==> src/scan_pkg.sv <==
package scan_pkg;

    ////////////////////
    // Word geometry
    ////////////////////

    // Data and address width
    parameter int word_width = 32;

    // Byte increment between consecutive words
    parameter int addr_step = 4;

    typedef logic [word_width-1:0] word_t;

    typedef logic [word_width-1:0] addr_t;

    // Index of one bit inside a word
    typedef logic [$clog2(word_width)-1:0] bit_ptr_t;

endpackage

==> src/mem_req_if.sv <==
interface mem_req_if;

    // Held steady by the client until done
    logic            req;
    logic            is_read;
    scan_pkg::addr_t addr;
    scan_pkg::word_t wdata;

    // One-cycle completion, rdata valid with it
    scan_pkg::word_t rdata;
    logic            done;

    modport client (
        output req,
        output is_read,
        output addr,
        output wdata,
        input  rdata,
        input  done
    );

    modport arbiter (
        input  req,
        input  is_read,
        input  addr,
        input  wdata,
        output rdata,
        output done
    );

endinterface

==> src/scan_word_fifo.sv <==
module scan_word_fifo #(
    parameter int fifo_depth = 2
) (
    input  logic            aclk,
    input  logic            aresetn,
    input  logic            push,
    input  scan_pkg::word_t push_word,
    input  logic            pop,
    output scan_pkg::word_t pop_word,
    output logic            full,
    output logic            empty
);

    localparam int ptr_w = (fifo_depth > 1) ? $clog2(fifo_depth) : 1;
    localparam int cnt_w = $clog2(fifo_depth + 1);

    scan_pkg::word_t  mem [fifo_depth];
    logic [ptr_w-1:0] wr_ptr;
    logic [ptr_w-1:0] rd_ptr;
    logic [cnt_w-1:0] count;

    // Wrap for depths that are not a power of two
    function automatic logic [ptr_w-1:0] ptr_inc(input logic [ptr_w-1:0] ptr);
        return (ptr == ptr_w'(fifo_depth - 1)) ? '0 : ptr + 1'b1;
    endfunction

    assign full     = (count == cnt_w'(fifo_depth));
    assign empty    = (count == '0);
    assign pop_word = mem[rd_ptr];

    always_ff @(posedge aclk)
    begin
        if (push)
        begin
            mem[wr_ptr] <= push_word;
        end
    end

    always_ff @(posedge aclk or posedge aresetn)
    begin
        if (aresetn)
        begin
            wr_ptr <= '0;
            rd_ptr <= '0;
            count  <= '0;
        end
        else
        begin
            if (push)
            begin
                wr_ptr <= ptr_inc(wr_ptr);
            end
            if (pop)
            begin
                rd_ptr <= ptr_inc(rd_ptr);
            end
            if (push && !pop)
            begin
                count <= count + 1'b1;
            end
            else if (pop && !push)
            begin
                count <= count - 1'b1;
            end
        end
    end

endmodule

==> src/word_fetch.sv <==
module word_fetch #(
    parameter int fifo_depth = 2
) (
    input  logic             aclk,
    input  logic             aresetn,
    input  logic             run_start,
    input  scan_pkg::addr_t  scan_address_src,
    input  scan_pkg::word_t  scan_length,
    input  logic             in_ready,
    output logic             in_valid,
    output scan_pkg::word_t  in_word,
    mem_req_if.client        mem
);

    localparam int word_shift = $clog2(scan_pkg::word_width);

    scan_pkg::addr_t src_ptr;
    scan_pkg::word_t words_left;
    scan_pkg::word_t words_needed;
    logic            fifo_full;
    logic            fifo_empty;

    // Length in bits, rounded up to whole words
    assign words_needed = (scan_length >> word_shift)
                        + scan_pkg::word_t'(|scan_length[word_shift-1:0]);

    assign mem.is_read = 1'b1;
    assign mem.addr    = src_ptr;
    assign mem.wdata   = '0;

    assign in_valid = !fifo_empty;

    ////////////////////
    // Read requests
    ////////////////////

    // One read in flight at most, so not full leaves room for it
    always_ff @(posedge aclk or posedge aresetn)
    begin
        if (aresetn)
        begin
            mem.req    <= 1'b0;
            words_left <= '0;
        end
        else if (run_start)
        begin
            words_left <= words_needed;
        end
        else if (mem.done)
        begin
            mem.req    <= 1'b0;
            words_left <= words_left - 1'b1;
        end
        else if (!mem.req && words_left != '0 && !fifo_full)
        begin
            mem.req <= 1'b1;
        end
    end

    always_ff @(posedge aclk)
    begin
        if (run_start)
        begin
            src_ptr <= scan_address_src;
        end
        else if (mem.done)
        begin
            src_ptr <= scan_pkg::addr_t'(src_ptr + scan_pkg::addr_step);
        end
    end

    scan_word_fifo #(
        .fifo_depth (fifo_depth)
    ) u_fifo (
        .aclk      (aclk),
        .aresetn   (aresetn),
        .push      (mem.done),
        .push_word (mem.rdata),
        .pop       (in_valid && in_ready),
        .pop_word  (in_word),
        .full      (fifo_full),
        .empty     (fifo_empty)
    );

endmodule

==> src/word_store.sv <==
module word_store #(
    parameter int fifo_depth = 2
) (
    input  logic             aclk,
    input  logic             aresetn,
    input  logic             run_start,
    input  scan_pkg::addr_t  scan_address_dst,
    input  logic             out_valid,
    input  scan_pkg::word_t  out_word,
    input  logic             out_last,
    output logic             out_ready,
    output logic             scan_done,
    mem_req_if.client        mem
);

    localparam int cnt_w = $clog2(fifo_depth + 1);

    scan_pkg::addr_t  dst_ptr;
    scan_pkg::word_t  head_word;
    logic             fifo_full;
    logic             fifo_empty;
    logic             push;
    logic             last_seen;
    logic [cnt_w-1:0] held;

    assign out_ready = !fifo_full;
    assign push      = out_valid && out_ready;

    assign mem.is_read = 1'b0;
    assign mem.addr    = dst_ptr;
    assign mem.wdata   = head_word;

    always_ff @(posedge aclk or posedge aresetn)
    begin
        if (aresetn)
        begin
            mem.req   <= 1'b0;
            scan_done <= 1'b0;
            last_seen <= 1'b0;
            held      <= '0;
        end
        else
        begin
            if (push && !mem.done)
            begin
                held <= held + 1'b1;
            end
            else if (mem.done && !push)
            begin
                held <= held - 1'b1;
            end

            if (run_start)
            begin
                scan_done <= 1'b0;
                last_seen <= 1'b0;
            end
            else if (push && out_last)
            begin
                last_seen <= 1'b1;
            end

            // Last word is the only one left once it has been queued
            if (mem.done)
            begin
                mem.req <= 1'b0;
                if (last_seen && held == cnt_w'(1))
                begin
                    scan_done <= 1'b1;
                end
            end
            else if (!mem.req && !fifo_empty)
            begin
                mem.req <= 1'b1;
            end
        end
    end

    always_ff @(posedge aclk)
    begin
        if (run_start)
        begin
            dst_ptr <= scan_address_dst;
        end
        else if (mem.done)
        begin
            dst_ptr <= scan_pkg::addr_t'(dst_ptr + scan_pkg::addr_step);
        end
    end

    scan_word_fifo #(
        .fifo_depth (fifo_depth)
    ) u_fifo (
        .aclk      (aclk),
        .aresetn   (aresetn),
        .push      (push),
        .push_word (out_word),
        .pop       (mem.done),
        .pop_word  (head_word),
        .full      (fifo_full),
        .empty     (fifo_empty)
    );

endmodule

==> src/mem_port_arbiter.sv <==
module mem_port_arbiter (
    input  logic             aclk,
    input  logic             aresetn,
    input  scan_pkg::word_t  cs_data_i,
    input  logic             cs_done,
    output logic             cs_ready,
    output scan_pkg::addr_t  cs_address,
    output logic             cs_is_read,
    output scan_pkg::word_t  cs_data_o,
    mem_req_if.arbiter       rd_port,
    mem_req_if.arbiter       wr_port
);

    logic busy;
    logic grant_wr;
    logic start;

    assign start = !busy && (rd_port.req || wr_port.req);

    // Completion goes back to the granted client only
    assign rd_port.done  = busy && cs_done && !grant_wr;
    assign wr_port.done  = busy && cs_done && grant_wr;
    assign rd_port.rdata = cs_data_i;
    assign wr_port.rdata = cs_data_i;

    always_ff @(posedge aclk or posedge aresetn)
    begin
        if (aresetn)
        begin
            busy     <= 1'b0;
            grant_wr <= 1'b0;
            cs_ready <= 1'b0;
        end
        else
        begin
            cs_ready <= 1'b0;
            if (start)
            begin
                busy     <= 1'b1;
                cs_ready <= 1'b1;
                // Store first
                grant_wr <= wr_port.req;
            end
            else if (busy && cs_done)
            begin
                busy <= 1'b0;
            end
        end
    end

    // Access held on the port until cs_done
    always_ff @(posedge aclk)
    begin
        if (start)
        begin
            cs_address <= wr_port.req ? wr_port.addr    : rd_port.addr;
            cs_is_read <= wr_port.req ? wr_port.is_read : rd_port.is_read;
            cs_data_o  <= wr_port.req ? wr_port.wdata   : rd_port.wdata;
        end
    end

endmodule

==> src/scan_shifter.sv <==
module scan_shifter (
    input  logic             aclk,
    input  logic             aresetn,
    input  logic             scan_start,
    input  scan_pkg::word_t  scan_length,
    input  logic             in_valid,
    input  scan_pkg::word_t  in_word,
    input  logic             out_ready,
    input  logic             scan_output,
    output logic             run_start,
    output logic             in_ready,
    output logic             out_valid,
    output scan_pkg::word_t  out_word,
    output logic             out_last,
    output logic             scan_en_clk,
    output logic             scan_enable,
    output logic             scan_input
);

    localparam logic [1:0] st_idle  = 2'd0;
    localparam logic [1:0] st_load  = 2'd1;
    localparam logic [1:0] st_shift = 2'd2;
    localparam logic [1:0] st_gap   = 2'd3;

    localparam scan_pkg::bit_ptr_t ptr_top = scan_pkg::bit_ptr_t'(scan_pkg::word_width - 1);

    logic [1:0]         state;
    logic               start_q;
    logic               start_fall;
    scan_pkg::bit_ptr_t bit_ptr;
    scan_pkg::bit_ptr_t next_ptr;
    scan_pkg::word_t    bit_cnt;
    scan_pkg::word_t    len;
    scan_pkg::word_t    res_word;
    logic               run_end;
    logic               push_need;
    logic               can_go;
    logic               want_load;
    logic               do_load;

    assign start_fall = start_q & ~scan_start;

    ////////////////////
    // Bit sequencing
    ////////////////////

    // bit_cnt counts bits already driven onto the chain
    assign run_end   = (bit_cnt == len);
    assign push_need = (state == st_gap) && (bit_ptr == '0 || run_end);
    assign can_go    = !push_need || out_ready;

    // Pointer wraps 0 -> 31 at a word boundary
    assign next_ptr  = (state == st_gap) ? bit_ptr - 1'b1 : bit_ptr;
    assign want_load = (state == st_load) || (state == st_gap && can_go && !run_end);
    assign do_load   = want_load && in_valid;

    // Stimulus word leaves the FIFO with its final bit
    assign in_ready  = do_load && (next_ptr == '0 || bit_cnt + 1'b1 == len);

    assign out_valid = push_need;
    assign out_word  = res_word;
    assign out_last  = push_need && run_end;

    always_ff @(posedge aclk or posedge aresetn)
    begin
        if (aresetn)
        begin
            state       <= st_idle;
            start_q     <= 1'b0;
            run_start   <= 1'b0;
            scan_en_clk <= 1'b0;
            scan_enable <= 1'b0;
            scan_input  <= 1'b0;
            bit_ptr     <= ptr_top;
            bit_cnt     <= '0;
        end
        else
        begin
            start_q   <= scan_start;
            run_start <= 1'b0;
            case (state)
                st_idle:
                begin
                    if (start_fall)
                    begin
                        run_start   <= 1'b1;
                        scan_enable <= 1'b1;
                        bit_ptr     <= ptr_top;
                        bit_cnt     <= '0;
                        state       <= st_load;
                    end
                end
                st_shift:
                begin
                    // Capture edge of this bit
                    scan_en_clk <= 1'b0;
                    if (run_end)
                    begin
                        scan_enable <= 1'b0;
                    end
                    state <= st_gap;
                end
                default:
                begin
                    if (do_load)
                    begin
                        scan_input  <= in_word[next_ptr];
                        scan_en_clk <= 1'b1;
                        bit_ptr     <= next_ptr;
                        bit_cnt     <= bit_cnt + 1'b1;
                        state       <= st_shift;
                    end
                    else if (state == st_gap && can_go)
                    begin
                        if (run_end)
                        begin
                            state <= st_idle;
                        end
                        else
                        begin
                            // Stimulus not there yet
                            bit_ptr <= next_ptr;
                            state   <= st_load;
                        end
                    end
                end
            endcase
        end
    end

    // Unused low bits of the final word stay zero
    always_ff @(posedge aclk)
    begin
        if (state == st_idle && start_fall)
        begin
            len      <= scan_length;
            res_word <= '0;
        end
        else if (state == st_shift)
        begin
            res_word[bit_ptr] <= scan_output;
        end
        else if (push_need && out_ready)
        begin
            res_word <= '0;
        end
    end

endmodule

==> src/scan_dma_top.sv <==
module scan_dma_top #(
    parameter int fifo_depth = 2
) (
    input  logic             aclk,
    input  logic             aresetn,
    input  scan_pkg::addr_t  scan_address_src,
    input  scan_pkg::addr_t  scan_address_dst,
    input  scan_pkg::word_t  scan_length,
    input  logic             scan_start,
    input  scan_pkg::word_t  cs_data_i,
    input  logic             cs_done,
    input  logic             scan_output,
    output logic             cs_ready,
    output scan_pkg::addr_t  cs_address,
    output logic             cs_is_read,
    output scan_pkg::word_t  cs_data_o,
    output logic             scan_done,
    output logic             scan_en_clk,
    output logic             scan_enable,
    output logic             scan_input
);

    logic            run_start;
    logic            in_valid;
    logic            in_ready;
    scan_pkg::word_t in_word;
    logic            out_valid;
    logic            out_ready;
    scan_pkg::word_t out_word;
    logic            out_last;

    mem_req_if rd_if ();
    mem_req_if wr_if ();

    scan_shifter u_shifter (
        .aclk        (aclk),
        .aresetn     (aresetn),
        .scan_start  (scan_start),
        .scan_length (scan_length),
        .in_valid    (in_valid),
        .in_word     (in_word),
        .out_ready   (out_ready),
        .scan_output (scan_output),
        .run_start   (run_start),
        .in_ready    (in_ready),
        .out_valid   (out_valid),
        .out_word    (out_word),
        .out_last    (out_last),
        .scan_en_clk (scan_en_clk),
        .scan_enable (scan_enable),
        .scan_input  (scan_input)
    );

    word_fetch #(
        .fifo_depth (fifo_depth)
    ) u_fetch (
        .aclk             (aclk),
        .aresetn          (aresetn),
        .run_start        (run_start),
        .scan_address_src (scan_address_src),
        .scan_length      (scan_length),
        .in_ready         (in_ready),
        .in_valid         (in_valid),
        .in_word          (in_word),
        .mem              (rd_if.client)
    );

    word_store #(
        .fifo_depth (fifo_depth)
    ) u_store (
        .aclk             (aclk),
        .aresetn          (aresetn),
        .run_start        (run_start),
        .scan_address_dst (scan_address_dst),
        .out_valid        (out_valid),
        .out_word         (out_word),
        .out_last         (out_last),
        .out_ready        (out_ready),
        .scan_done        (scan_done),
        .mem              (wr_if.client)
    );

    mem_port_arbiter u_arbiter (
        .aclk       (aclk),
        .aresetn    (aresetn),
        .cs_data_i  (cs_data_i),
        .cs_done    (cs_done),
        .cs_ready   (cs_ready),
        .cs_address (cs_address),
        .cs_is_read (cs_is_read),
        .cs_data_o  (cs_data_o),
        .rd_port    (rd_if.arbiter),
        .wr_port    (wr_if.arbiter)
    );

endmodule

==> config.mk <==
export PLATFORM = sky130hd
export DESIGN_NAME = scan_dma_top
export DESIGN_NICKNAME = d
export VERILOG_FILES = /design/src/scan_pkg.sv /design/src/mem_req_if.sv /design/src/scan_word_fifo.sv /design/src/word_fetch.sv /design/src/word_store.sv /design/src/mem_port_arbiter.sv /design/src/scan_shifter.sv /design/src/scan_dma_top.sv
export SDC_FILE = /design/constraint.sdc
export NUM_CORES = 1
export LEC_CHECK = 0
export ABC_AREA = 1
export ABC_CLOCK_PERIOD_IN_PS = 3500
export BUFFER_PORTS_ARGS = -buffer_cell sky130_fd_sc_hd__buf_2
export CORE_MARGIN = 8
export CORE_UTILIZATION = 50
export CTS_BUF_LIST = sky130_fd_sc_hd__clkbuf_8
export DETAILED_ROUTE_END_ITERATION = 16
export PLACE_DENSITY_LB_ADDON = 0.08
export SYNTH_ARGS = -nofsm -noshare
export SYNTH_HDL_FRONTEND = slang
export SYNTH_SLANG_ARGS = --single-unit
==> constraint.sdc <==
create_clock -name aclk -period 3.5 [get_ports aclk]
set_input_delay 0 -clock aclk [delete_from_list [all_inputs] [get_ports aclk]]
set_output_delay 0 -clock aclk [all_outputs]
set_load 0.03 [all_outputs]
==> key figures <==
Outcome
  – Status: finished clean

Clock network
  – Clock root cell: clkbuf_8
  – Post-CTS Resized: 0
  – Worst-Skew Late Latency: around 640 ps
  – Max Root-Sink Buffers: 3
  – Clock transition at path regs: ~60 ps
  – CTS Sinks: between 400 and 500
  – CTS buffer count: between 70 and 80
  – CTS tree: built
  – H-Tree Level Count: 3

Timing
  – Slew @ Worst Pin: approximately 1100 ps
  – # setup viols final: 0
  – Setup_tns: 0 ps
  – Final Cycle Share: between 90 and 100%
  – Slew margin rel.: roughly a quarter
  – Final hold viol count: 0
  – Slew Limit Fails: 0
  – Unrepaired setup endpoints after global routing: no
  – FMAX: around 320 MHz
  – Worst Clk Skew: roughly 36 ps
  – Minimum clock period: between 3000 and 4000 ps

Drt
  – Number of DRC markers in iteration 0: between 1000 and 1500
  – First-pass iteration count of the detailed router: 6
  – Via-to-Cell Ratio: 5.276
  – WL/cell: between 15 and 20 um
  – DRT antenna net count: 0
  – DRT Wirelength: around 56000 um
  – # DRC: 0
  – DR vias: 17160

Place
  – Gpl congestion: about 0.9
  – Number of port buffers: 202
  – HPWL Detailed: about 39000 um

Setup path
  – CP max FO: 9
  – CP required: 4000 ps
  – R2R depth: 18
  – Setup crit start kind: flip-flop
  – CP Capture Type: flip-flop
  – Arrival time worst endpoint: about 3700 ps
  – Critical path class: reg2reg

Synth
  – Distinct cells, synth: between 60 and 70
  – Seq/Total Area, Yosys: around 56%
  – Top cells by area, synth: edfxtp_1 42%, dfrtp_1 11%, nand2_1 10%
  – Syn Std Cell Area: about 0.021 mm2
  – EDFF count, synth: a little under 300
  – Syn nets: about 2400
  – Synth top area share: a little over two fifths
  – Mapped Cells: approximately 2300
  – Synth Flop Type: edfxtp_1
  – #FFs+latches synth: approximately 410
  – Post-synth top area cell: edfxtp_1
  – Syn_area_per_cell: approximately 9 um2
  – Async S/R FF share, synth: about 22%
  – Synth warnings: 0

Min path
  – Tightest Hold Check Type: in2async

Finish
  – Synthesis-to-finish area growth: 20.46%
  – # nets final: between 2000 and 3000
  – Fraction of layout cells with a size suffix above 1: roughly 15%
  – Fillers: around 3500

Die
  – Die Y: ~220 um
  – Full die area: roughly 0.048 mm2
  – Ports: around 200
  – Die width: ~220 um
  – Area of the core: slightly above 0.04 mm2
  – Site Rows: 74
  – Initial Utilization: between 50% and 60%

Global routing
  – Grt ovf: 0
  – Vias in the first global route: ~17000
  – Initial antenna violation count: 1
  – Total GRT Usage: 23.20%
  – Largest net degree at the start of global routing: 96
  – First-pass GRT wire length: between 80000 and 90000 um

Pwr
  – Leak: 10.37 nW
  – Peak supply drop: ~500 uV
  – Power per cell area: ~770 mW/mm2
  – Overall power: ~0.019 W

Run
  – MaxCap Viol Count: 0
-- report_power, final --
part | switching, W | internal, W | leakage [nW]
Sequential | 0.00101 | 0.00707 | 4.10
Clock | 0.00200 | 0.00212 | 0.807
Combinational | 0.00483 | 0.00210 | 5.47
-- through the flow --
stage,hold WS [ps],util [%],setup slack [ps],area (um2),std cells
2_1_floorplan,31.43,-,169.2,20710,2298
3_3_place_gp,168.7,54.59,461.5,22290,2985
3_5_place_dp,169.2,54.59,380.2,22290,2985
4_1_cts,56.90,61.10,381.9,24950,3251
5_1_grt,77.27,61.11,92.13,24950,3252
6_report,74.60,61.11,343.8,24950,3252
-- layer usage --
metal / wire (um) / up-vias / GRT usage [%]
met3: 3268 / 109 / 4.347
met1: 24340 / 8078 / 30.21
met2: 27010 / 505 / 38.40
met5: 0 / - / 0
li1: - / 8464 / -
met4: 1699 / 0 / 8.407
-- cells by family after synthesis --
logic type | share of synthesized area (%)
AO/OA/AOI/OAI | 8.910
XOR/XNOR | 4.645
adder cells (fa/ha/maj) | 0.8457
buffers and inverters | 5.195
flip-flops | 56.26
AND/OR/NAND/NOR | 24.15
-- registers in the layout, summed over array words and instances, names as in the netlist, 5 cells and up --
name	flops
u_arbiter.cs_address	32
u_arbiter.cs_data_o	32
u_fetch.mem.addr	32
u_fetch.u_fifo.mem	64
u_fetch.words_left	32
u_shifter.bit_cnt	32
u_shifter.bit_ptr	5
u_shifter.len	32
u_shifter.out_word	32
u_store.mem.addr	32
u_store.u_fifo.mem	64
-- synthesized netlist by cell type (3+ instances only) --
cell type and instances:
inv_2 14, a31oi_1 12, nor3_2 4, nor2_2 13
buf_6 4, nor2_4 10, nor2_1 285, o31ai_1 7
buf_2 9, clkbuf_1 51, nand2_2 12, nand4_1 32
nand3_2 3, dfxtp_1 32, o21ai_0 190, o21ai_1 21
buf_1 5, o211ai_1 7, buf_4 3, dfrtp_1 88
edfxtp_1 289, nor4_1 12, nand3b_1 12, ha_1 14
o21ai_2 10, xor2_1 82, xnor2_1 26, nand3_1 141
nor3_1 59, dfstp_2 5, inv_1 183, a21oi_1 73
nand2_1 555
-- layout make-up --
type                       count  area, um2  share of cell area [%]
antenna                        1      2.502                 0.01003
clock inverter                57      277.8                   1.113
timing repair buffer         361       2547                   10.21
inverter                     198      745.7                   2.989
multi-input combinational   1612       7994                   32.04
tap                          532      665.6                   2.668
sequential                   414      11660                   46.72
clock buffer                  77       1060                   4.248
-- worst max-delay path, cell delays in order, from the launching register on --
cell and delay (ps):
dfrtp_1 570, ha_1 290, nand2_1 140, nor2_4 170, nand2_2 110, nor2_4 260
nand2_1 110, nand2_1 80, nand2_1 70, nor2_1 100, nand2_1 50, nor2_1 100
nand4_1 120, nand2_1 110, nand2_2 60, ha_1 300, a21oi_1 120, o21ai_0 130
xnor2_1 150
-- path summary, 6_finish.rpt --
path / slack, ps / from / end
hold / removal: 70 / aresetn / u_store.u_fifo.wr_ptr$_DFFE_PP0P_
setup reg to reg: 340 / u_shifter.bit_cnt[0]$_DFFE_PP0P_ / u_fetch.u_fifo.count[1]$_DFFE_PP0P_
min in group aclk: 100 / cs_data_i[17] / u_fetch.u_fifo.mem[1][17]$_DFFE_PP_
max in group asynchronous: 2590 / aresetn / u_fetch.words_left[2]$_DFFE_PP0N_
hold reg to reg: 450 / u_shifter.out_word[2]$_SDFFE_PP0P_ / u_store.u_fifo.mem[0][2]$_DFFE_PP_
setup / recovery: 340 / u_shifter.bit_cnt[0]$_DFFE_PP0P_ / u_fetch.u_fifo.count[1]$_DFFE_PP0P_
-- cells in the final DEF, fill, tap and decap left out, types with 14 or more instances in the layout --
master / n
a21oi_1: 73
buf_2: 202
buf_4: 26
clkbuf_8: 77
dfrtp_1: 86
dfxtp_1: 32
dlygate4sd3_1: 132
edfxtp_1: 289
ha_1: 14
inv_1: 211
inv_2: 17
nand2_1: 555
nand3_1: 141
nand4_1: 32
nor2_1: 281
nor2_2: 17
nor3_1: 59
o21ai_0: 190
o21ai_1: 21
xnor2_1: 26
xor2_1: 82
-- repair_timing --
item                      in CTS  in global routing
hold buffers                 132                  0
hold endpoints to repair     284                  0
buffers inserted               0                  0
No activity file was read; power rests on OpenSTA's default activity.
